===== config.mk =====
export PLATFORM = sky130hd
export DESIGN_NAME = mac_datapath
export DESIGN_NICKNAME = d
export VERILOG_FILES = /design/src/mix_pkg.sv /design/src/mac_datapath.sv
export SDC_FILE = /design/constraint.sdc
export NUM_CORES = 1
export LEC_CHECK = 0
export ABC_AREA = 1
export BUFFER_PORTS_ARGS = -buffer_cell sky130_fd_sc_hd__buf_2
export CAP_MARGIN = 20
export CORE_MARGIN = 2
export CORE_UTILIZATION = 39
export CTS_CLUSTER_SIZE = 10
export DETAILED_ROUTE_END_ITERATION = 10
export GPL_TIMING_DRIVEN = 1
export PLACE_DENSITY = 0.63
export REMOVE_ABC_BUFFERS = 1
export SLEW_MARGIN = 15
export SYNTH_ARGS = -nofsm -noshare
export SYNTH_HDL_FRONTEND = slang
export SYNTH_SLANG_ARGS = --single-unit

===== constraint.sdc =====
create_clock -name ck -period 6.7 [get_ports ck]
set_input_delay 0.335 -clock ck [delete_from_list [all_inputs] [get_ports ck]]
set_output_delay 0.335 -clock ck [all_outputs]
set_load 0.03 [all_outputs]

===== src/mix_pkg.sv =====
// Mix engine shared package with widths, opcodes, instruction format and pipeline types
package mix_pkg;

    localparam int CHAN_W      = 4;
    localparam int FRAME_W     = 4;
    localparam int SMP_ADDR_W  = CHAN_W + FRAME_W;
    localparam int PROG_ADDR_W = 8;
    localparam int SAMPLE_W    = 16;
    localparam int GAIN_W      = 16;
    localparam int PROD_W      = SAMPLE_W + GAIN_W;
    localparam int ACC_W       = 40;
    localparam int SLOT_W      = 4;
    localparam int INSTR_W     = 32;

    // Stage offsets counted from the decode cycle
    localparam int CTRL_DELAY    = 2;
    localparam int SAVE_DELAY    = 4;
    localparam int FETCH_LATENCY = 2;
    // Fetch of a SAVE to out.we
    localparam int SAVE_LATENCY  = FETCH_LATENCY + SAVE_DELAY + 1;
    // Drain entry and the done register take the last two cycles
    localparam int DRAIN_CYCLES  = SAVE_LATENCY - FETCH_LATENCY - 2;
    localparam int DRAIN_W       = $clog2(DRAIN_CYCLES + 1);

    typedef logic signed [SAMPLE_W-1:0] sample_t;
    typedef logic        [GAIN_W-1:0]   gain_t;
    typedef logic signed [ACC_W-1:0]    acc_t;
    typedef logic [SMP_ADDR_W-1:0]      smp_addr_t;
    typedef logic [PROG_ADDR_W-1:0]     prog_addr_t;
    typedef logic [SLOT_W-1:0]          slot_t;

    // Saturation limits of a 16-bit sample
    localparam acc_t SAT_MAX = acc_t'(2 ** (SAMPLE_W - 1) - 1);
    localparam acc_t SAT_MIN = -acc_t'(2 ** (SAMPLE_W - 1));

    typedef enum logic [7:0] {
        NOOP  = 8'h00,
        SAVE  = 8'h02,
        MAC   = 8'h80,
        MACZ  = 8'h81,
        MACN  = 8'h82,
        MACNZ = 8'h83,
        HALT  = 8'hFF
    } mix_op_t;

    // For SAVE, offset is the shift and gain[3:0] the output slot
    typedef struct packed {
        mix_op_t              op;
        logic [FRAME_W-1:0]   offset;
        logic [CHAN_W-1:0]    chan;
        gain_t                gain;
    } mix_instr_t;

    typedef struct packed {
        logic en;
        logic clear;
        logic subtract;
    } mac_ctrl_t;

    typedef struct packed {
        logic    we;
        slot_t   slot;
        sample_t audio;
    } mix_out_t;

endpackage


===== src/mac_datapath.sv =====
// Multiply-accumulate datapath, sign-magnitude multiply into a 40-bit accumulator
`timescale 1ns/10ps

module mac_datapath import mix_pkg::*; (
    input  logic      ck,
    input  logic      reset,
    input  mac_ctrl_t ctrl,
    input  gain_t     gain,
    input  sample_t   sample,
    output acc_t      acc
);

    logic [SAMPLE_W-1:0] mag_q;
    logic                sign_q;
    gain_t               gain_q;
    mac_ctrl_t           ctrl_q;

    logic [PROD_W-1:0]   prod_q;
    logic                sub_p;
    mac_ctrl_t           ctrl_p;

    acc_t                base;
    acc_t                term;

    // Magnitude of -32768 still fits as unsigned 16 bits
    always_ff @(posedge ck) begin
        mag_q  <= sample[SAMPLE_W-1] ? SAMPLE_W'(-sample) : SAMPLE_W'(sample);
        sign_q <= sample[SAMPLE_W-1];
        gain_q <= gain;
        prod_q <= mag_q * gain_q;
        // Negative sample flips the add/subtract sense
        sub_p  <= ctrl_q.subtract ^ sign_q;
    end

    assign base = ctrl_p.clear ? '0 : acc;
    assign term = acc_t'({{(ACC_W - PROD_W){1'b0}}, prod_q});

    always_ff @(posedge ck) begin
        if (reset) begin
            ctrl_q <= '0;
            ctrl_p <= '0;
            acc    <= '0;
        end else begin
            ctrl_q <= ctrl;
            ctrl_p <= ctrl_q;
            if (ctrl_p.en) begin
                acc <= sub_p ? base - term : base + term;
            end
        end
    end

    a_clear_needs_en: assert property (@(posedge ck) disable iff (reset)
        ctrl.clear |-> ctrl.en);

endmodule


==> impl_metrics.yaml <==
clocking:
  postCtsSetupRepairBufs: 0
  post_cts_resized: 0
  h-tree-depth: 3
  numCtsBuffers: 9
  cts_sinks: 111
  clk_latency_ns: 0.40
  hold_buffers: 0
  root_buffer: "clkbuf_16"
  cts.clk_slew.worst_paths_ns: 0.08
  cts_tree: "built"
  clk_path_buf_depth: 2
worst_setup_path:
  worstPathArrival_ns: 6.42
  worstSetupPathType: "flop to flop"
  worstSetupStartpoint: "mag_q[6]"
  cp_max_fo: 16
  start_kind: "flop"
  cp-end-kind: "flop"
  r2r-start: "mag_q[6]"
  cp.required_ns: 7.03
detailed_routing:
  drc: 0
  antenna_left: 0
  wl_um: 42300
  drt-vias-per-instance: 4.76
  vias: 14000
  dr.first_iter.drc_count: 911
  dr.pass1.iters: 7
  avgRoutedWirePerCell_um: 14.4
finish:
  areaGrowthSynthToFinish_pct: 6.57
  diodes: 0
  register_area_sq_um: 2220
  final_cell_mix: "inv_1 (628), nand2_1 (601), fa_1 (195)"
  multi_input_area_sq_um: 11400
  final_nets: 2771
  layout-drive-gt1-share: 0.0654
  n_fill_cell: 4404
  layout_commonest_cell: "inv_1"
die:
  dieWidth_um: 209
  die_h_um: 209
  ios: 77
  core.rowCount: 75
  die-area_sq_um: 43600
  start_util: 0.392
  coreArea_sq_um: 41700
timing:
  max_freq_mhz: 164
  fin_crit_ns: 6.10
  hold_viol: 0
  worstMarginPinSlew_ns: 1.00
  relSlewSlack: 0.331
  slew_viol_final: 0
  setup_tns_ns: 0
  rsz0062_at_grt: "no"
  fin_worst_skew_ns: 0.0119
  setup_viol: 0
  fin_crit_sh: 0.910
min_path:
  hp-start: "gain[12]"
  hold_path.class: "input pin to flop"
outcome:
  status: "finished, final reports clean"
yosys:
  muxShareOfSynthArea: 0
  yosysUniqueCellTypes: 42
  synth_simple_gate_area_share: 0.232
  yosysSeqAreaShare: 0.136
  syn_inst: 2385
  ys_warn_count: 0
  ys_ff_latch: 111
  syn_avg_cell_area_sq_um: 6.86
  synthAdderAreaFrac: 0.350
  synth_compound_area_frac: 0.0686
  synth_top_family_by_area: "adder cells"
  synth_area_sq_um: 16400
  synth_xor_area_frac: 0.0493
global_route:
  overflow: 0
  first_global_vias: 14600
  grt_max_degree: 52
  grt_usage: 0.204
  antenna_found_initial: 0
  grt_pass1_wl_um: 71900
placed_design:
  gp_congestion: 0.950
  numPortBuffers: 76
  hpwlAfterDp_um: 35600
flow_run:
  max_cap_violations: 0
-- sequential cells by signal, summed over array words and instances (netlist names) --
name,flops
ctrl_p,2
prod_q,32
sub_p,1
ctrl_q,3
gain_q,16
acc,40
mag_q,16
sign_q,1
-- synthesized netlist by cell type (all sizes together) --
cell	number	share of area
a21boi	2	0.00092
nor3b	1	0.00046
o21ai	77	0.024
buf	4	0.0013
nand4	10	0.0038
or2	3	0.0011
nand3	76	0.026
o311ai	1	0.00054
xor2	70	0.037
nand3b	2	0.00092
clkbuf	80	0.018
nand2	621	0.15
a31o	1	0.00054
a21oi	113	0.036
xnor2	22	0.012
nor4	6	0.0023
nor3	24	0.0080
a21o	2	0.00092
inv	632	0.15
a31oi	2	0.00077
o21bai	5	0.0023
dfxtp	111	0.14
o41ai	1	0.00054
o31ai	2	0.00092
nor2	173	0.043
ha	145	0.11
o211ai	1	0.00046
nand2b	1	0.00038
o21a	2	0.00092
fa	195	0.24
-- stage by stage --
step / cell area, sq um / util / hold slack [ns] / setup slack [ns] / std cells
2_1_floorplan: 16000 / - / 0.363 / 1.44 / 2301
3_3_place_gp: 17100 / 0.411 / 0.391 / 0.644 / 2922
3_5_place_dp: 17100 / 0.411 / 0.399 / 0.637 / 2922
4_1_cts: 17400 / 0.418 / 0.0128 / 0.614 / 2938
5_1_grt: 17400 / 0.418 / 0.00878 / 0.240 / 2938
6_report: 17400 / 0.418 / 0.0313 / 0.601 / 2938
-- worst max-delay path: stages, from the launching register on --
cell and delay [ns]:
dfxtp_1 0.84, nand2_1 0.20, fa_1 0.60, inv_1 0.07, fa_1 0.52, fa_1 0.52, fa_1 0.53, fa_1 0.55
inv_1 0.05, fa_1 0.53, inv_1 0.04, ha_1 0.36, nand2_1 0.10, nor2_1 0.14, inv_1 0.09, nor2_1 0.31
nand4_1 0.24, nand3_1 0.17, xor2_1 0.16
-- routing by layer --
layer | up-vias | share of wire | global-route usage
li1 | 7005 | - | -
met1 | 6568 | 0.45 | 0.260
met2 | 347 | 0.48 | 0.358
met3 | 70 | 0.048 | 0.0325
met4 | 0 | 0.025 | 0.0576
met5 | - | 0 | 0
-- layout make-up --
cell class	count	share of cell area
Multi-Input combinational cell	1558	0.656
Inverter	632	0.136
Sequential cell	111	0.128
Tap cell	539	0.0387
Timing Repair Buffer	82	0.0244
Clock buffer	12	0.0147
Clock inverter	4	0.00223
-- worst paths after layout --
path	to	slack [ns]	cells past startpoint
worst max register to register	prod_q[23]	0.60	18
worst max-delay path	prod_q[23]	0.60	18
worst min register to register	ctrl_p[1]	0.41	2
worst min-delay path	gain_q[12]	0.03	1
-- kinds of logic (layout without fill, tap and decap cells) --
| group | Yosys count | after routing |
|---|---|---|
| xor gates and xnor gates | 92 | 92 |
| DFF | 111 | 111 |
| buffers and inverters | 716 | 730 |
| and+or+nand+nor | 917 | 917 |
| adders and majority gates | 340 | 340 |
| AOI/OAI and AO/OA | 209 | 209 |
Power is not shown: default switching activity piles up to over one toggle a cycle in this logic, so the estimate is an artifact.
