File: src/mix_pkg.sv
// Mix engine shared package with widths, opcodes, instruction format and pipeline types
package mix_pkg;

    localparam int CHAN_W      = 4;
    localparam int FRAME_W     = 4;
    localparam int SMP_ADDR_W  = CHAN_W + FRAME_W;
    localparam int PROG_ADDR_W = 8;
    localparam int SAMPLE_W    = 16;
    localparam int GAIN_W      = 16;
    localparam int PROD_W      = SAMPLE_W + GAIN_W;
    localparam int ACC_W       = 40;
    localparam int SLOT_W      = 4;
    localparam int INSTR_W     = 32;

    // Stage offsets counted from the decode cycle
    localparam int CTRL_DELAY    = 2;
    localparam int SAVE_DELAY    = 4;
    localparam int FETCH_LATENCY = 2;
    // Fetch of a SAVE to out.we
    localparam int SAVE_LATENCY  = FETCH_LATENCY + SAVE_DELAY + 1;
    // Drain entry and the done register take the last two cycles
    localparam int DRAIN_CYCLES  = SAVE_LATENCY - FETCH_LATENCY - 2;
    localparam int DRAIN_W       = $clog2(DRAIN_CYCLES + 1);

    typedef logic signed [SAMPLE_W-1:0] sample_t;
    typedef logic        [GAIN_W-1:0]   gain_t;
    typedef logic signed [ACC_W-1:0]    acc_t;
    typedef logic [SMP_ADDR_W-1:0]      smp_addr_t;
    typedef logic [PROG_ADDR_W-1:0]     prog_addr_t;
    typedef logic [SLOT_W-1:0]          slot_t;

    // Saturation limits of a 16-bit sample
    localparam acc_t SAT_MAX = acc_t'(2 ** (SAMPLE_W - 1) - 1);
    localparam acc_t SAT_MIN = -acc_t'(2 ** (SAMPLE_W - 1));

    typedef enum logic [7:0] {
        NOOP  = 8'h00,
        SAVE  = 8'h02,
        MAC   = 8'h80,
        MACZ  = 8'h81,
        MACN  = 8'h82,
        MACNZ = 8'h83,
        HALT  = 8'hFF
    } mix_op_t;

    // For SAVE, offset is the shift and gain[3:0] the output slot
    typedef struct packed {
        mix_op_t              op;
        logic [FRAME_W-1:0]   offset;
        logic [CHAN_W-1:0]    chan;
        gain_t                gain;
    } mix_instr_t;

    typedef struct packed {
        logic en;
        logic clear;
        logic subtract;
    } mac_ctrl_t;

    typedef struct packed {
        logic    we;
        slot_t   slot;
        sample_t audio;
    } mix_out_t;

endpackage

File: src/output_scaler.sv
// Output scaler, arithmetic shift of the accumulator and saturation to 16 bits
`timescale 1ns/10ps

module output_scaler import mix_pkg::*; (
    input  logic               ck,
    input  logic               reset,
    input  logic               save_en,
    input  logic [FRAME_W-1:0] shift,
    input  slot_t              slot,
    input  acc_t               acc,
    output mix_out_t           out
);

    acc_t    shifted;
    sample_t clamped;

    assign shifted = acc >>> shift;

    always_comb begin
        if (shifted > SAT_MAX) begin
            clamped = sample_t'(SAT_MAX);
        end else if (shifted < SAT_MIN) begin
            clamped = sample_t'(SAT_MIN);
        end else begin
            clamped = shifted[SAMPLE_W-1:0];
        end
    end

    // Slot and audio read as zero between writes
    always_ff @(posedge ck) begin
        if (reset) begin
            out <= '0;
        end else begin
            out.we    <= save_en;
            out.slot  <= save_en ? slot : '0;
            out.audio <= save_en ? clamped : '0;
        end
    end

endmodule

File: config.mk
export PLATFORM = sky130hd
export DESIGN_NAME = output_scaler
export DESIGN_NICKNAME = d
export VERILOG_FILES = /design/src/mix_pkg.sv /design/src/output_scaler.sv
export SDC_FILE = /design/constraint.sdc
export NUM_CORES = 1
export LEC_CHECK = 0
export CORE_ASPECT_RATIO = 0.5
export CORE_MARGIN = 3
export CORE_UTILIZATION = 35
export DETAILED_ROUTE_END_ITERATION = 8
export DONT_BUFFER_PORTS = 1
export GPL_ROUTABILITY_DRIVEN = 0
export PLACE_DENSITY = 0.53
export SYNTH_ARGS = -nofsm -noshare
export SYNTH_HDL_FRONTEND = slang
export SYNTH_SLANG_ARGS = --single-unit
export TNS_END_PERCENT = 1
File: constraint.sdc
create_clock -name ck -period 3.1 [get_ports ck]
set_input_delay 0.62 -clock ck [delete_from_list [all_inputs] [get_ports ck]]
set_output_delay 0.62 -clock ck [all_outputs]
set_load 0.02 [all_outputs]
==> results of run 1 <==
layout make-up:
type,instances,area (um2)
Inverter,3,11.3
Tap cell,108,135
Clock inverter,1,5.00
Sequential cell,21,420
Clock buffer,3,75.1
Fill cell,734,4630
Multi-Input combinational cell,216,2150
Timing Repair Buffer,5,37.5
worst paths after layout:
| path | start | to | slack, ns | depth (start not counted) |
|---|---|---|---|---|
| worst max-delay path | shift[0] | out[10] | 0.59 | 7 |
| worst min-delay path | slot[3] | out[19] | 0.49 | 1 |
kinds of logic after synthesis:
| family | after synthesis | synth area share [%] |
|---|---|---|
| AOI/OAI and AO/OA | 69 | 19.0 |
| buffers and inverters | 31 | 6.39 |
| DFF | 21 | 15.3 |
| muxes | 75 | 45.0 |
| and+or+nand+nor | 72 | 14.3 |
metal layers:
metal / vias to the layer above / share of wire, %
met3: 4 / 6.4
met2: 69 / 44
li1: 1053 / -
met1: 1087 / 50
met4: 0 / 0.40
met5: - / 0
cells in the final DEF (no fill, tap or decap), drive strengths merged, types with 4 or more instances in the layout:
cell type,n
nand2b,4
nand2,28
nand4,4
and2,6
buf,5
mux2i,22
a2111oi,7
a21oi,22
mux2,21
mux4,32
nor4b,4
nor4,4
nor2,9
dfxtp,21
o21ai,13
o41ai,8
per-stage QoR:
step,total power [mW],setup WS (ns)
after floorplan,0.592,0.306
after global placement,0.607,0.363
after detailed placement,0.608,0.330
after CTS,0.873,0.591
after global routing,0.921,0.486
final,0.862,0.585
power by group through the flow:
stage	Clock (mW)	Sequential, mW	Combinational (mW)
after global routing	0.287	0.293	0.341
after CTS	0.269	0.293	0.312
final	0.260	0.292	0.310
after detailed placement	0	0.299	0.310
after floorplan	0	0.296	0.296
after global placement	0	0.298	0.309
==> results.toml, run 1 <==
[clocking]
postCtsHoldBufs = 0
clk_path_buf_depth = 2
numCtsBuffers = 3
clkTransAtPathRegs_ns = 0.05
cts_tree = "done"
ctsResizeCount = 0
root_buffer = "clkbuf_16"
cts_setup_buffers = 0
clkSinkCount = 21
htreeDepth = 1

[timing]
grt_setup_unrepaired = "no"
setup_viol = 0
finalCriticalPeriod_ns = 2.51
tns_ns = 0
period_share_pct = 81.1
clock.fmax_mhz = 398
hold_ws_ns = 0.491
finalHoldViolations = 0
drv_slew = 0
worstMarginPinSlew_ns = 0.468
relSlewSlack_pct = 68.8

[global_routing]
grtUsageTotal_pct = 16.0
grt_max_degree = 56
antenna_found_initial = 0
busiest_layer = "met2"
gr-total-overflow = 0
grt_pass1_vias = 2114
grt_use_met1_pct = 23.6
grt_pass1_wl_um = 11600
grtUsageMet3_pct = 3.55
met2_usage_pct = 24.5

[pwr]
p_clk_share_pct = 30.1
peakVddDrop_mv = 0.192
internal_power_uw = 615
seqPwrFrac_pct = 33.9
pwr-share-comb_pct = 35.9
leakagePower_nw = 0.998
swShare_pct = 28.7
powerDensity_mw_per_mm2 = 305
p_switching_uw = 247

[cells_and_area]
nets = 301
antenna_cells = 0
largest_register_ffs = 21
drive_above_1_share_pct = 24.5
final_cell_count_no_fill = 357
top_register = "out"
finalInstanceArea_mm2 = 0.00283
finish.utilization_pct = 38.0
reg_top3 = "out (21)"
syn2layout_area_growth_pct = 3.24

[place]
hpwl_um = 5750
post_dp_cell_area_mm2 = 0.00275
place_inst = 353
io_buffers = 0

[route]
avgRoutedWirePerCell_um = 20.4
drtIter0Drc = 202
drt_wl_total_um = 7280
vias_per_cell = 6.20
antenna_left = 0
route.detailed.drc = 0
drt_first_pass_iters = 4
vias = 2213

[critical_path]
crit_type = "in2reg"
crit_fanout = 55
cp_num_buf_inv = 1
path_cells = "mux4_1, mux2_4, nor4_4, o2111ai_2, o31ai_4, buf_4, a2111oi_0"
max_stage_delay_ns = 0.59
crit_required_ns = 3.22
cpLargestDelayFamily = "multiplexers"
cp_slowest_cell = "mux4_1"
end_kind = "flip-flop"
cp-start-kind = "input pin"
crit_arrival_ns = 2.63

[synthesis]
ys_ff_latch = 21
synth.largest_area_cell = "dfxtp_1"
async_flop_share_pct = 0
yosysWarnings = 0
yosysMostFrequentCell = "nand2_1"
synthDistinctLibCells = 52
synth_nets = 319
synth_top_flop_cell = "dfxtp_1"
synth_cells = 268
netlist.area_leader.share_pct = 15.3
syn_area_mm2 = 0.00274
syn_avg_cell_area_um2 = 10.2
synth_top_cells_by_area = "dfxtp_1, mux4_2, mux4_1"
synthTopCellsByCount = "nand2_1, a21oi_1, mux2i_1"
synth_edf_count = 0
synth.yosys.seq_area_share_pct = 15.3

[floorplanning]
die_x_um = 131
rows = 22
core-area_mm2 = 0.00746
die-area_mm2 = 0.00900
die_height_um = 68.6
num_io_pins = 72
initial_core_util_pct = 36.8

[flow_run]
drv_cap = 0

[outcome]
status = "completed"

[worst_hold_path]
hp-class = "in2reg"
Power figures use the tool's default switching activity.
==> inputs of run 2 (changes only) <==
- ABC_AREA: not set -> 1
- PLACE_DENSITY: 0.53 -> 0.55
- clock period: 3.1 -> 2.03 ns (I/O delays scaled with it)
==> run 2 against run 1 <==
Effect of this change:
- sequential power increased by 61%
- highest routed layer unchanged
- cell count rose by 58%
- worst setup slack worse by 0.31 ns
- sequential share of layout area up 0.47 points
- critical path depth grew 6
- area after synthesis is 1.0% lower
- count of clock-buffer cells in the layout rose by 1
==> results.toml, run 2 <==
[route]
avgRoutedWirePerCell_um = 13.5
drt_wl_total_um = 7580
vias_per_cell = 5.31
route.detailed.drc = 0
drt_first_pass_iters = 7
antenna_left = 0
drtIter0Drc = 195
vias = 2988

[timing]
drv_slew = 0
clock.fmax_mhz = 568
worstMarginPinSlew_ns = 0.411
period_share_pct = 86.7
hold_ws_ns = 0.247
relSlewSlack_pct = 72.5
grt_setup_unrepaired = "no"
setup_viol = 0
fin_ws_ns = 0.271
tns_ns = 0
finalHoldViolations = 0
finalCriticalPeriod_ns = 1.76

[synthesis]
synth_nets = 546
synth_edf_count = 0
synth.yosys.seq_area_share_pct = 15.5
yosysMostFrequentCell = "nand2_1"
synth.largest_area_cell = "nand2_1"
syn_area_mm2 = 0.00271
synth_top_cells_by_area = "nand2_1, nand3_1, dfxtp_1"
async_flop_share_pct = 0
ys_ff_latch = 21
synth_cells = 495
syn_avg_cell_area_um2 = 5.48
synthDistinctLibCells = 29
yosysWarnings = 0
synth_top_flop_cell = "dfxtp_1"
netlist.area_leader.share_pct = 24.5
synthTopCellsByCount = "nand2_1, nand3_1, nor2_1"

[pwr]
internal_power_uw = 885
power_mw = 1.38
p_clk_share_pct = 29.1
leakagePower_nw = 1.29
swShare_pct = 35.7
p_switching_uw = 491
peakVddDrop_mv = 0.343
seqPwrFrac_pct = 34.1
powerDensity_mw_per_mm2 = 502
pwr-share-comb_pct = 36.8

[clocking]
numCtsBuffers = 3
root_buffer = "clkbuf_16"
clkTransAtPathRegs_ns = 0.06
cts_tree = "done"
htreeDepth = 1
postCtsHoldBufs = 0
cts_setup_buffers = 0
clk_path_buf_depth = 2
ctsResizeCount = 0
clkSinkCount = 21

[global_routing]
gr-total-overflow = 0
grt_pass1_wl_um = 12500
grt_pass1_vias = 2662
grt_max_degree = 46
grtUsageTotal_pct = 16.9
antenna_found_initial = 0

[floorplanning]
die_x_um = 131
num_io_pins = 72
die-area_mm2 = 0.00891
rows = 21
initial_core_util_pct = 38.3
core-area_mm2 = 0.00709
die_height_um = 68.3

[cells_and_area]
nets = 523
antenna_cells = 0
final_cell_count_no_fill = 563
n_fill_cell = 804
final_common_cell = "nand2_1"
reg_top3 = "out (21)"
drive_above_1_share_pct = 7.86
largest_register_ffs = 21
final_cell_mix = "nand2_1, nand3_1, nor2_1"
top_register = "out"
seqCellArea_um2 = 420
multiInputGateArea_mm2 = 0.00198
syn2layout_area_growth_pct = 1.11

[critical_path]
end_kind = "flip-flop"
crit_fanout = 45
crit_type = "in2reg"
crit_arrival_ns = 1.93
crit_required_ns = 2.20
cp-start-kind = "input pin"

[place]
io_buffers = 0
pre_cts_ws_ns = 0.0664
place_inst = 559
hpwl_um = 6130

[outcome]
status = "completed"

[worst_hold_path]
hp-class = "in2reg"

[flow_run]
drv_cap = 0
-- run 2: cell types whose count changed after synthesis, moves of 14 or more --
| cell | change |
|---|---|
| mux2_2 | -20 |
| mux2i_1 | -20 |
| mux4_1 | -14 |
| mux4_2 | -18 |
| nand2_1 | +149 |
| nand3_1 | +128 |
| nor2_1 | +23 |
-- run 2: critical path, stage by stage --
cell     delay (ns)
inv_8          0.14
nand2_1        0.10
nand3_1        0.12
nand3_1        0.15
nand3_1        0.10
nand2_1        0.07
nor2_1         0.11
nand2_1        0.06
nor2_1         0.13
nand3_2        0.12
nand2_4        0.16
nand2_1        0.08
a21oi_1        0.15
-- run 2: per-stage QoR --
stage	util (%)	cell area [um2]
finish	38.7	2740
global route	38.7	2740
CTS	38.7	2740
detailed placement	37.6	2670
global placement	37.6	2670
floorplan	-	2710
-- run 2: cells by family (layout without fill, tap and decap cells) --
logic type	Yosys count	count (layout)	synth area share, %
DFF	21	21	15.5
muxes	2	2	0.738
AOI/OAI and AO/OA	63	63	13.4
buffers and inverters	52	28	11.5
and+or+nand+nor	357	357	58.9
-- run 2: metal layers --
layer  wire (um)  track usage (%)  part of all wire [%]  vias to the layer above
met3         526             3.82                   6.9                        4
met5           0                0                     0                        -
met4          34            0.769                  0.45                        0
met1        3750             23.8                    49                     1287
met2        3270             27.9                    43                       80
li1            -                -                     -                     1617
-- run 2: power groups by stage --
stage / clock network (mW) / logic, mW / registers, mW
finish: 0.400 / 0.507 / 0.469
global route: 0.429 / 0.585 / 0.471
CTS: 0.408 / 0.507 / 0.470
detailed placement: 0 / 0.506 / 0.479
global placement: 0 / 0.507 / 0.479
floorplan: 0 / 0.470 / 0.475
-- run 2: final cells by class --
class                           instances  area share, %
Clock buffer                            4           2.87
Inverter                               18           2.83
Multi-Input combinational cell        422           72.2
Sequential cell                        21           15.3
Tap cell                               92           4.20
Timing Repair Buffer                    6           2.55
-- run 2: path summary, 6_finish.rpt --
path	end	depth (start not counted)	start	slack, ns
worst min-delay path	out[20]	1	reset	0.25
worst max-delay path	out[1]	13	shift[0]	0.27
==> inputs of run 3 (changes only) <==
- RECOVER_POWER: not set -> 100
==> run 3 against run 2 <==
Effect of this change:
- clock power barely moved
- via count down 0.64%
- highest routed layer unchanged
- cell count is the same
- core utilization fell by 0.21 points
- global-route usage stayed put
- count of clock-buffer cells in the layout unchanged
==> results.toml, run 3 (synthesis gave the netlist of run 2 again) <==
[route]
route.detailed.drc = 0
vias_per_cell = 5.27
avgRoutedWirePerCell_um = 13.4
vias = 2969
antenna_left = 0
drtIter0Drc = 219
drt_wl_total_um = 7570
drt_first_pass_iters = 4

[timing]
finalHoldViolations = 0
worstMarginPinSlew_ns = 0.410
fin_ws_ns = 0.286
period_share_pct = 85.9
tns_ns = 0
hold_ws_ns = 0.246
finalCriticalPeriod_ns = 1.74
grt_setup_unrepaired = "no"
setup_viol = 0
relSlewSlack_pct = 72.6
drv_slew = 0
clock.fmax_mhz = 573

[cells_and_area]
top_register = "out"
drive_above_1_share_pct = 7.01
antenna_cells = 0
final_cell_count_no_fill = 563
syn2layout_area_growth_pct = 0.553
reg_top3 = "out (21)"
final_common_cell = "nand2_1"
largest_register_ffs = 21
nets = 523
final_cell_mix = "nand2_1, nand3_1, nor2_1"

[global_routing]
gr-total-overflow = 0
grtUsageTotal_pct = 16.9
grt_pass1_vias = 2662
antenna_found_initial = 0
grt_pass1_wl_um = 12500
grt_max_degree = 46

[floorplanning]
die_x_um = 131
rows = 21
initial_core_util_pct = 38.3
core-area_mm2 = 0.00709
num_io_pins = 72
die_height_um = 68.3
die-area_mm2 = 0.00891

[place]
hpwl_um = 6130
place_inst = 559
pre_cts_ws_ns = 0.0664
io_buffers = 0

[critical_path]
end_kind = "flip-flop"
crit_required_ns = 2.20
crit_type = "in2reg"
crit_fanout = 45
crit_arrival_ns = 1.91
cp-start-kind = "input pin"

[pwr]
power_mw = 1.37
powerDensity_mw_per_mm2 = 503
leakagePower_nw = 1.29
peakVddDrop_mv = 0.360

[worst_hold_path]
hp-class = "in2reg"

[clocking]
ctsResizeCount = 0
clkSinkCount = 21
clkTransAtPathRegs_ns = 0.06
cts_setup_buffers = 0
cts_tree = "done"
numCtsBuffers = 3
root_buffer = "clkbuf_16"
htreeDepth = 1
clk_path_buf_depth = 2
postCtsHoldBufs = 0

[outcome]
status = "completed"

[flow_run]
drv_cap = 0
## run 3: cell types whose count changed in the layout (fill, tap and decap cells not counted)
cell / before / now
a21oi_1: 17 / 21
a21oi_2: 6 / 2
## run 3: path summary, 6_finish.rpt
| kind | depth (start not counted) | start | endpoint | slack [ns] |
|---|---|---|---|---|
| hold / removal | 1 | reset | out[20] | 0.25 |
| setup / recovery | 13 | shift[0] | out[1] | 0.29 |
## run 3: critical path, cell delays in order
cell and delay (ns):
inv_8 0.15, nand2_1 0.10, nand3_1 0.12, nand3_1 0.14, nand3_1 0.10, nand2_1 0.07, nor2_1 0.11, nand2_1 0.06
nor2_1 0.13, nand3_2 0.12, nand2_4 0.16, nand2_1 0.08, a21oi_1 0.15
## run 3: per-stage QoR
step / instance area, um2 / util (%)
final: 2730 / 38.5
after global routing: 2730 / 38.5
after CTS: 2740 / 38.7
after detailed placement: 2670 / 37.6
after global placement: 2670 / 37.6
after floorplan: 2710 / -
## run 3: area by class of cell
cell class,count,area (um2)
multi-input cells,422,1970
repair buffers,6,70.1
flip-flops and latches,21,420
well taps,92,115
clock buffers,4,78.8
inverters,18,77.6
fillers,809,4370
## run 3: where the power goes
group | switching (mW) | internal [mW]
Clock | 0.135 | 0.267
Sequential | 0.0348 | 0.434
Combinational | 0.320 | 0.183
## run 3: metal layers
layer / vias up / global-route usage, % / routed length (um) / share of wire (%)
met1: 1276 / 23.8 / 3790 / 50
met5: - / 0 / 0 / 0
li1: 1618 / - / - / -
met3: 4 / 3.82 / 504 / 6.7
met2: 71 / 27.9 / 3240 / 43
met4: 0 / 0.769 / 34 / 0.45
