### src/mix_pkg.sv
// Mix engine shared package with widths, opcodes, instruction format and pipeline types
package mix_pkg;

    localparam int CHAN_W      = 4;
    localparam int FRAME_W     = 4;
    localparam int SMP_ADDR_W  = CHAN_W + FRAME_W;
    localparam int PROG_ADDR_W = 8;
    localparam int SAMPLE_W    = 16;
    localparam int GAIN_W      = 16;
    localparam int PROD_W      = SAMPLE_W + GAIN_W;
    localparam int ACC_W       = 40;
    localparam int SLOT_W      = 4;
    localparam int INSTR_W     = 32;

    // Stage offsets counted from the decode cycle
    localparam int CTRL_DELAY    = 2;
    localparam int SAVE_DELAY    = 4;
    localparam int FETCH_LATENCY = 2;
    // Fetch of a SAVE to out.we
    localparam int SAVE_LATENCY  = FETCH_LATENCY + SAVE_DELAY + 1;
    // Drain entry and the done register take the last two cycles
    localparam int DRAIN_CYCLES  = SAVE_LATENCY - FETCH_LATENCY - 2;
    localparam int DRAIN_W       = $clog2(DRAIN_CYCLES + 1);

    typedef logic signed [SAMPLE_W-1:0] sample_t;
    typedef logic        [GAIN_W-1:0]   gain_t;
    typedef logic signed [ACC_W-1:0]    acc_t;
    typedef logic [SMP_ADDR_W-1:0]      smp_addr_t;
    typedef logic [PROG_ADDR_W-1:0]     prog_addr_t;
    typedef logic [SLOT_W-1:0]          slot_t;

    // Saturation limits of a 16-bit sample
    localparam acc_t SAT_MAX = acc_t'(2 ** (SAMPLE_W - 1) - 1);
    localparam acc_t SAT_MIN = -acc_t'(2 ** (SAMPLE_W - 1));

    typedef enum logic [7:0] {
        NOOP  = 8'h00,
        SAVE  = 8'h02,
        MAC   = 8'h80,
        MACZ  = 8'h81,
        MACN  = 8'h82,
        MACNZ = 8'h83,
        HALT  = 8'hFF
    } mix_op_t;

    // For SAVE, offset is the shift and gain[3:0] the output slot
    typedef struct packed {
        mix_op_t              op;
        logic [FRAME_W-1:0]   offset;
        logic [CHAN_W-1:0]    chan;
        gain_t                gain;
    } mix_instr_t;

    typedef struct packed {
        logic en;
        logic clear;
        logic subtract;
    } mac_ctrl_t;

    typedef struct packed {
        logic    we;
        slot_t   slot;
        sample_t audio;
    } mix_out_t;

endpackage

### src/addr_adder.sv
// Sample address generator, channel plus frame minus delay offset, registered
`timescale 1ns/10ps

module addr_adder import mix_pkg::*; (
    input  logic               ck,
    input  logic [FRAME_W-1:0] frame,
    input  logic [FRAME_W-1:0] offset,
    input  logic [CHAN_W-1:0]  chan,
    output smp_addr_t          addr
);

    logic [FRAME_W-1:0] tap;

    // Wraps modulo 16 so offset acts as a delay-line tap
    assign tap = frame - offset;

    always_ff @(posedge ck) begin
        addr <= {chan, tap};
    end

endmodule

### src/mix_sequencer.sv
// Microcode sequencer with program counter, decode, control delay lines and run status
`timescale 1ns/10ps

module mix_sequencer import mix_pkg::*; (
    input  logic               ck,
    input  logic               reset,
    input  logic               start,
    input  logic [FRAME_W-1:0] frame,
    output prog_addr_t         prog_addr,
    input  mix_instr_t         prog_data,
    output smp_addr_t          smp_raddr,
    output mac_ctrl_t          ctrl,
    output gain_t              gain,
    output logic               save_en,
    output logic [FRAME_W-1:0] shift,
    output slot_t              slot,
    output logic               done,
    output logic               error
);

    typedef enum logic [1:0] {IDLE, RUN, DRAIN} seq_state_t;

    seq_state_t         state;
    prog_addr_t         pc;
    logic [FRAME_W-1:0] frame_q;
    logic               data_vld;
    logic               instr_vld;
    mix_instr_t         instr_q;
    logic [DRAIN_W-1:0] drain_cnt;
    logic               err_pend;

    mac_ctrl_t          dec_ctrl;
    logic               dec_save;
    logic               stop;
    logic               illegal;

    mac_ctrl_t          ctrl_pipe  [CTRL_DELAY];
    gain_t              gain_pipe  [CTRL_DELAY];
    logic               save_pipe  [SAVE_DELAY];
    logic [FRAME_W-1:0] shift_pipe [SAVE_DELAY];
    slot_t              slot_pipe  [SAVE_DELAY];

    assign prog_addr = pc;

    // Run control and fetch valid tracking
    always_ff @(posedge ck) begin
        if (reset) begin
            state     <= IDLE;
            pc        <= '0;
            data_vld  <= 1'b0;
            instr_vld <= 1'b0;
            drain_cnt <= '0;
            err_pend  <= 1'b0;
            done      <= 1'b0;
            error     <= 1'b0;
        end else begin
            done      <= 1'b0;
            // Anything fetched behind a stop is dropped
            data_vld  <= (state == RUN) && !stop;
            instr_vld <= data_vld && !stop;
            case (state)
                IDLE: begin
                    if (start) begin
                        state    <= RUN;
                        pc       <= '0;
                        error    <= 1'b0;
                        err_pend <= 1'b0;
                    end
                end
                RUN: begin
                    pc <= pc + 1'b1;
                    if (stop) begin
                        state     <= DRAIN;
                        drain_cnt <= DRAIN_W'(DRAIN_CYCLES);
                        err_pend  <= illegal;
                    end
                end
                DRAIN: begin
                    if (drain_cnt == '0) begin
                        state <= IDLE;
                        done  <= 1'b1;
                        error <= err_pend;
                    end else begin
                        drain_cnt <= drain_cnt - 1'b1;
                    end
                end
                default: state <= IDLE;
            endcase
        end
    end

    always_ff @(posedge ck) begin
        if (state == IDLE && start) begin
            frame_q <= frame;
        end
        instr_q <= prog_data;
    end

    // Decode of the latched instruction
    always_comb begin
        dec_ctrl = '0;
        dec_save = 1'b0;
        stop     = 1'b0;
        illegal  = 1'b0;
        if (instr_vld) begin
            case (instr_q.op)
                NOOP:  ;
                SAVE:  dec_save = 1'b1;
                MAC:   dec_ctrl = '{en: 1'b1, clear: 1'b0, subtract: 1'b0};
                MACZ:  dec_ctrl = '{en: 1'b1, clear: 1'b1, subtract: 1'b0};
                MACN:  dec_ctrl = '{en: 1'b1, clear: 1'b0, subtract: 1'b1};
                MACNZ: dec_ctrl = '{en: 1'b1, clear: 1'b1, subtract: 1'b1};
                HALT:  stop = 1'b1;
                default: begin
                    stop    = 1'b1;
                    illegal = 1'b1;
                end
            endcase
        end
    end

    // Sample address leaves one cycle after decode, data one cycle later
    addr_adder u_addr_adder (
        .ck     (ck),
        .frame  (frame_q),
        .offset (instr_q.offset),
        .chan   (instr_q.chan),
        .addr   (smp_raddr)
    );

    // MAC control meets the sample at the datapath input
    always_ff @(posedge ck) begin
        if (reset) begin
            for (int i = 0; i < CTRL_DELAY; i++) begin
                ctrl_pipe[i] <= '0;
            end
            for (int i = 0; i < SAVE_DELAY; i++) begin
                save_pipe[i] <= 1'b0;
            end
        end else begin
            ctrl_pipe[0] <= dec_ctrl;
            for (int i = 1; i < CTRL_DELAY; i++) begin
                ctrl_pipe[i] <= ctrl_pipe[i-1];
            end
            save_pipe[0] <= dec_save;
            for (int i = 1; i < SAVE_DELAY; i++) begin
                save_pipe[i] <= save_pipe[i-1];
            end
        end
    end

    always_ff @(posedge ck) begin
        gain_pipe[0]  <= instr_q.gain;
        shift_pipe[0] <= instr_q.offset;
        slot_pipe[0]  <= instr_q.gain[SLOT_W-1:0];
        for (int i = 1; i < CTRL_DELAY; i++) begin
            gain_pipe[i] <= gain_pipe[i-1];
        end
        for (int i = 1; i < SAVE_DELAY; i++) begin
            shift_pipe[i] <= shift_pipe[i-1];
            slot_pipe[i]  <= slot_pipe[i-1];
        end
    end

    assign ctrl    = ctrl_pipe[CTRL_DELAY-1];
    assign gain    = gain_pipe[CTRL_DELAY-1];
    // SAVE reaches the scaler once every earlier MAC is in the accumulator
    assign save_en = save_pipe[SAVE_DELAY-1];
    assign shift   = shift_pipe[SAVE_DELAY-1];
    assign slot    = slot_pipe[SAVE_DELAY-1];

    a_idle_quiet: assert property (@(posedge ck) disable iff (reset)
        (state == IDLE) |-> !save_en && !ctrl.en);
    a_done_empty: assert property (@(posedge ck) disable iff (reset)
        done |-> !save_en && !data_vld && !instr_vld);
    a_error_done: assert property (@(posedge ck) disable iff (reset)
        $rose(error) |-> done);

endmodule

### config.mk
export PLATFORM = sky130hd
export DESIGN_NAME = mix_sequencer
export DESIGN_NICKNAME = d
export VERILOG_FILES = /design/src/mix_pkg.sv /design/src/addr_adder.sv /design/src/mix_sequencer.sv
export SDC_FILE = /design/constraint.sdc
export NUM_CORES = 1
export LEC_CHECK = 0
export ABC_AREA = 1
export BUFFER_PORTS_ARGS = -buffer_cell sky130_fd_sc_hd__buf_4
export CAP_MARGIN = 10
export CORE_MARGIN = 4
export CORE_UTILIZATION = 40
export DETAILED_ROUTE_END_ITERATION = 7
export PLACE_DENSITY = 0.65
export SLEW_MARGIN = 30
export SYNTH_ARGS = -nofsm -noshare
export SYNTH_HDL_FRONTEND = slang
export SYNTH_HIERARCHICAL = 1
export SYNTH_SLANG_ARGS = --single-unit
### constraint.sdc
create_clock -name ck -period 1.2 [get_ports ck]
set_clock_uncertainty 0.1 [all_clocks]
set_input_delay 0 -clock ck [delete_from_list [all_inputs] [get_ports ck]]
set_output_delay 0 -clock ck [all_outputs]
set_load 0.005 [all_outputs]
==> results of run 1 <==
-- layout make-up --
cell class / instances / area (µm²) / share of cell area
Sequential cell: 127 / 2610 / 0.481
Timing Repair Buffer: 147 / 1250 / 0.230
Multi-Input combinational cell: 117 / 782 / 0.144
Clock buffer: 19 / 422 / 0.0776
Inverter: 35 / 134 / 0.0246
Tap cell: 105 / 131 / 0.0242
Clock inverter: 13 / 104 / 0.0191
-- sequential cells by signal (all words and copies together) (netlist names), 2 cells and up --
register,cells
ctrl_pipe,6
drain_cnt,2
frame_q,4
gain_pipe,30
instr_q,32
prog_addr,8
save_pipe,4
shift_pipe,16
slot_pipe,10
state,2
u_addr_adder/addr,8
-- cell usage after synthesis, drive strengths merged --
library cell    n  area [µm²]
ha              5        62.6
clkbuf          2        7.51
o311a           1        10.0
dfxtp         123        2460
nor3            5        36.3
nor2           35         148
inv            35         131
buf            19         143
xor2            1        8.76
nand2          35         134
nand3          11        60.1
a21oi          12        63.8
o22ai           1        6.26
edfxtp          4         120
nand4           4        25.0
fa              1        20.0
nor3b           2        20.0
o21ai           4        20.0
-- per-layer routing --
layer  share of wire  GRT usage  vias up
met4           0.021     0.0695        0
li1                -          -     1212
met3           0.061     0.0489       16
met5               0          0        -
met1            0.40      0.147     1102
met2            0.52      0.234       82
-- cells by family (layout without fill, tap and decap cells) --
family	Yosys count	count (layout)	share of synthesized area
DFF	127	127	0.742
and+or+nand+nor	92	92	0.122
buffers and inverters	56	214	0.0809
AOI/OAI and AO/OA	18	18	0.0288
adders and majority gates	6	6	0.0237
xor gates and xnor gates	1	1	0.00252
-- through the flow --
| step | power, mW | hold slack [ns] | utilization |
|---|---|---|---|
| after CTS | 9.64 | 0.0118 | 0.637 |
| final | 9.55 | 0.0435 | 0.652 |
| after floorplan | 4.81 | -0.0723 | - |
| after detailed placement | 5.07 | 0.00584 | 0.508 |
| after global placement | 5.05 | 0.00481 | 0.508 |
| after global routing | 9.94 | 0.0211 | 0.652 |
-- power by group --
part / internal [mW] / leakage (nW) / switching, mW
Sequential: 4.45 / 1.07 / 0.0773
Combinational: 0.376 / 1.10 / 0.236
Clock: 2.57 / 0.248 / 1.84
-- timing repair --
| action | in CTS | in global routing |
|---|---|---|
| buffers inserted | 3 | 7 |
| hold endpoints to repair | 67 | 0 |
| cloned | 0 | 0 |
| setup endpoints to repair | 25 | 25 |
| hold buffers | 38 | 0 |
| pin swaps | 11 | 9 |
| gates resized for setup | 45 | 18 |
-- worst max-delay path by stage --
stage | startpoint | cells past startpoint | slack [ns] | end
4_1_cts | frame_q[0]$_DFFE_PP_ | 5 | -0.13 | u_addr_adder/addr[2]$_DFF_P_
2_1_floorplan | frame_q[0]$_DFFE_PP_ | 5 | -0.05 | u_addr_adder/addr[2]$_DFF_P_
3_5_place_dp | instr_q[29]$_DFF_P_ | 8 | -0.14 | drain_cnt[1]$_SDFFE_PP0P_
5_1_grt | instr_q[30]$_DFF_P_ | 8 | -0.18 | err_pend$_SDFFE_PP0P_
6_report | instr_q[25]$_DFF_P_ | 9 | -0.15 | drain_cnt[0]$_SDFFE_PP0P_
3_3_place_gp | state[1]$_SDFFE_PP0P_ | 4 | -0.10 | prog_addr[4]$_SDFFE_PP0P_
==> impl_metrics.toml, run 1 <==
[setup_path]
worstPathCellList = "buf_4 -> nor2_1 -> nand2_1 -> nor2_2 -> nor2_4 -> nand3_4 -> nand3_2 -> nand3_2 -> inv_1"
crit_required_ns = 1.48
crit_arrival_ns = 1.63
path_buf_inv = 2
end_kind = "flop"
r2r.worst_path.cells = 9
rrSetupSlack_ns = -0.15
rr_startpoint = "instr_q[25]$_DFF_P_"
crit_type = "reg2reg"
start_kind = "flop"
worst_path_max_delay_cell = "dfxtp_2"
critPathMostFrequentCell = "nand3_2"
slowest_delay_ns = 0.32
crit_family = "simple AND/OR/NAND/NOR gates"
cp_max_fo = 5
r2r-end = "drain_cnt[0]$_SDFFE_PP0P_"

[timing]
fin_ws_ns = -0.146
rsz0062_at_grt = "yes"
worst_pin_slew_ns = 0.318
fin_crit_ns = 1.35
max_freq_mhz = 743
slew-limit-headroom = 0.787
post-route-period-util = 1.12
finalSetupViolations = 21
finalHoldViolCount = 0
slew_violations = 0
finalSetupTns_ns = -1.64

[placed_design]
finalWeightedCongestion = 0.797
hpwl_um = 3970
placed_area_um2 = 4240
dp.cells = 484
portBuffers = 84
dp_slack_ns = -0.142

[global_routing]
antenna_found_initial = 0
grt.total_usage = 0.136
grt_pass1_vias = 2372
grt_max_degree = 17
grt_overflow = 0
grt_pass1_wl_um = 10500

[cells_and_area]
final_common_cell = "dfxtp_1"
syn_to_final_growth_pct = 56.3
drive_gt1_frac = 0.430
num_antenna_cells = 0
fillers = 643
fin_area_um2 = 5440
fin_nets = 490
final_cell_mix = "108 x dfxtp_1, 98 x buf_4, 38 x dlygate4sd3_1"
finalNonFillerCells = 563

[synthesis]
synth_fp_nets = 345
yosysWarnings = 6
synth_area_um2 = 3480
syn_inst = 300
synth_seq_cells = 127
synth_area_per_cell_um2 = 11.6
synth_seq_area_share = 0.742
ys_types = 26

[clock_network]
clk_latency_ns = 0.49
cts_sinks = 127
tritoncts = "built"
htree_levels = 4
root_buffer = "clkbuf_8"
numCtsBuffers = 17
clk_pin_slew_ns = 0.06
clockBufferDepth = 2

[floorplan]
io_pins = 85
die_area_um2 = 10300
std_cell_rows = 33
die_w_um = 101
core_um2 = 8340
initial_utilization = 0.417
die_h_um = 101

[detailed_routing]
wl_um = 6720
vias_per_cell = 4.28
first_pass_iters = 5
drt_iter0_drc = 68
vias = 2412
post_drt_wl_per_cell_um = 11.9
ant_nets = 0
post-route-drc-count = 0

[run]
drv_cap = 0

[power]
powerDensity_nw_per_um2 = 1760
p_leak_nw = 2.42
vdd_drop_max_mv = 0.861

[hold_path]
hold_path_class = "in2reg"
hold_path_end = "instr_q[16]$_DFF_P_"
hold_start = "prog_data[16]"
hold_depth = 2

[outcome]
violations = "setup timing"
status = "finished, violations left"
No activity file was read; power rests on OpenSTA's default activity.
==> inputs of run 2 (changes only) <==
Settings changed: SKIP_LAST_GASP set to 1.
==> run 2 against run 1 <==
Net effect: the run still ends with setup timing left; setup slack about the same; power about the same; register-to-register slack about the same; maximum frequency about the same; utilization up 0.090 points; via count down 0.54%; worst hold slack worse by 0.0018 ns; final area up 0.14%; critical endpoint is now err_pend$_SDFFE_PP0P_; highest routed layer unchanged.
==> impl_metrics.toml, run 2 (same netlist as run 1, synthesis figures left out) <==
[cells_and_area]
fin_nets = 490
num_antenna_cells = 0
regMostFlops = "instr_q"
multi_input_area_um2 = 785
syn_to_final_growth_pct = 56.5
final_common_cell = "dfxtp_1"
ff_latch_area_um2 = 2620
reg.largest.list = "instr_q: 32 flops, gain_pipe: 30 flops, shift_pipe: 16 flops"
largest_register_ffs = 32
final_cell_mix = "107 x dfxtp_1, 97 x buf_4, 38 x dlygate4sd3_1"
fillers = 644
drive_gt1_frac = 0.439

[setup_path]
end_kind = "flop"
crit_arrival_ns = 1.63
crit_required_ns = 1.48
start_kind = "flop"
cp_max_fo = 5
crit_type = "reg2reg"

[outcome]
status = "finished, violations left"
violations = "setup timing"

[power]
p_int_mw = 7.40
clkPwrFrac = 0.462
p_comb_frac = 0.064
powerDensity_nw_per_um2 = 1760
vdd_drop_max_mv = 0.861
power.share.sequential = 0.474
sw_frac_of_total = 0.226
p_total_mw = 9.56
switching_power_mw = 2.16
p_leak_nw = 2.41

[floorplan]
die_w_um = 101
io_pins = 85
die_area_um2 = 10300
die_h_um = 101
initial_utilization = 0.417
std_cell_rows = 33
core_um2 = 8340

[detailed_routing]
ant_nets = 0
post_drt_wl_per_cell_um = 11.9
drt_iter0_drc = 68
wl_um = 6670
vias_per_cell = 4.26
first_pass_iters = 4
post-route-drc-count = 0
vias = 2399

[run]
drv_cap = 0

[timing]
finalHoldViolCount = 0
hold_ws_ns = 0.0418
fin_ws_ns = -0.146
slew-limit-headroom = 0.800
max_freq_mhz = 743
slew_violations = 0
finalSetupViolations = 20
rsz0062_at_grt = "yes"
fin_crit_ns = 1.35
worst_pin_slew_ns = 0.300
post-route-period-util = 1.12

[placed_design]
hpwl_um = 3970
portBuffers = 84
finalWeightedCongestion = 0.797
dp_slack_ns = -0.142

[clock_network]
numCtsBuffers = 17
clk_latency_ns = 0.50
root_buffer = "clkbuf_8"
htree_levels = 4
clockBufferDepth = 2
tritoncts = "built"
clk_pin_slew_ns = 0.06
cts_sinks = 127

[hold_path]
hold_path_class = "in2reg"

[global_routing]
grt_overflow = 0
grt.total_usage = 0.135
grt_pass1_wl_um = 10500
grt_max_degree = 17
grt_pass1_vias = 2359
antenna_found_initial = 0
==> run 2: cell counts in the layout (fill, tap and decap cells not counted) <==
No cell type changed its count.
==> run 2: timing repair <==
| action | in CTS | in global routing |
|---|---|---|
| hold buffers | 38 | 0 |
| pin swaps | 10 | 13 |
| endpoints found under the hold margin | 67 | 0 |
| endpoints found under the setup margin | 25 | 25 |
| resized for setup | 43 | 24 |
| setup buffers | 3 | 7 |
==> run 2: final cells by class <==
cell class | instances | share of cell area
sequential | 127 | 0.480
inverter | 35 | 0.0246
tap | 105 | 0.0241
clock inverter | 13 | 0.0191
timing repair buffer | 147 | 0.230
clock buffer | 19 | 0.0775
multi-input combinational | 117 | 0.144
==> run 2: worst paths after layout <==
path	startpoint	end	slack (ns)	cells past startpoint
setup / recovery	state[0]$_SDFFE_PP0P_	err_pend$_SDFFE_PP0P_	-0.15	5
hold / removal	prog_data[16]	instr_q[16]$_DFF_P_	0.04	2
hold reg to reg	gain_pipe[0][0]$_DFF_P_	slot_pipe[1][0]$_DFF_P_	0.22	0
setup reg to reg	state[0]$_SDFFE_PP0P_	err_pend$_SDFFE_PP0P_	-0.15	5
==> run 2: power groups by stage <==
stage	Clock (mW)	Combinational, mW	Sequential (mW)
final	4.42	0.614	4.53
after global routing	4.73	0.670	4.55
after CTS	4.53	0.577	4.53
after detailed placement	0	0.446	4.62
after global placement	0	0.436	4.61
after floorplan	0	0.194	4.61
==> run 2: metrics by stage <==
step	util	cells	instance area, µm²	setup TNS [ns]
global placement	0.508	484	4240	-0.934
CTS	0.636	556	5310	-0.500
global route	0.653	563	5440	-2.67
finish	0.653	563	5440	-1.62
detailed placement	0.508	484	4240	-1.52
floorplan	-	300	3510	-0.117
==> run 2: critical path, stage by stage (launching register included) <==
cell and delay (ns):
dfxtp_4 0.35, buf_4 0.14, nor3_4 0.28, inv_2 0.12, a21oi_1 0.17, nor2_1 0.07
==> run 2: routing by layer <==
metal	up-vias	part of all wire	global-route usage
li1	1210	-	-
met1	1112	0.40	0.148
met2	66	0.52	0.231
met3	11	0.058	0.0489
met4	0	0.017	0.0695
met5	-	0	0
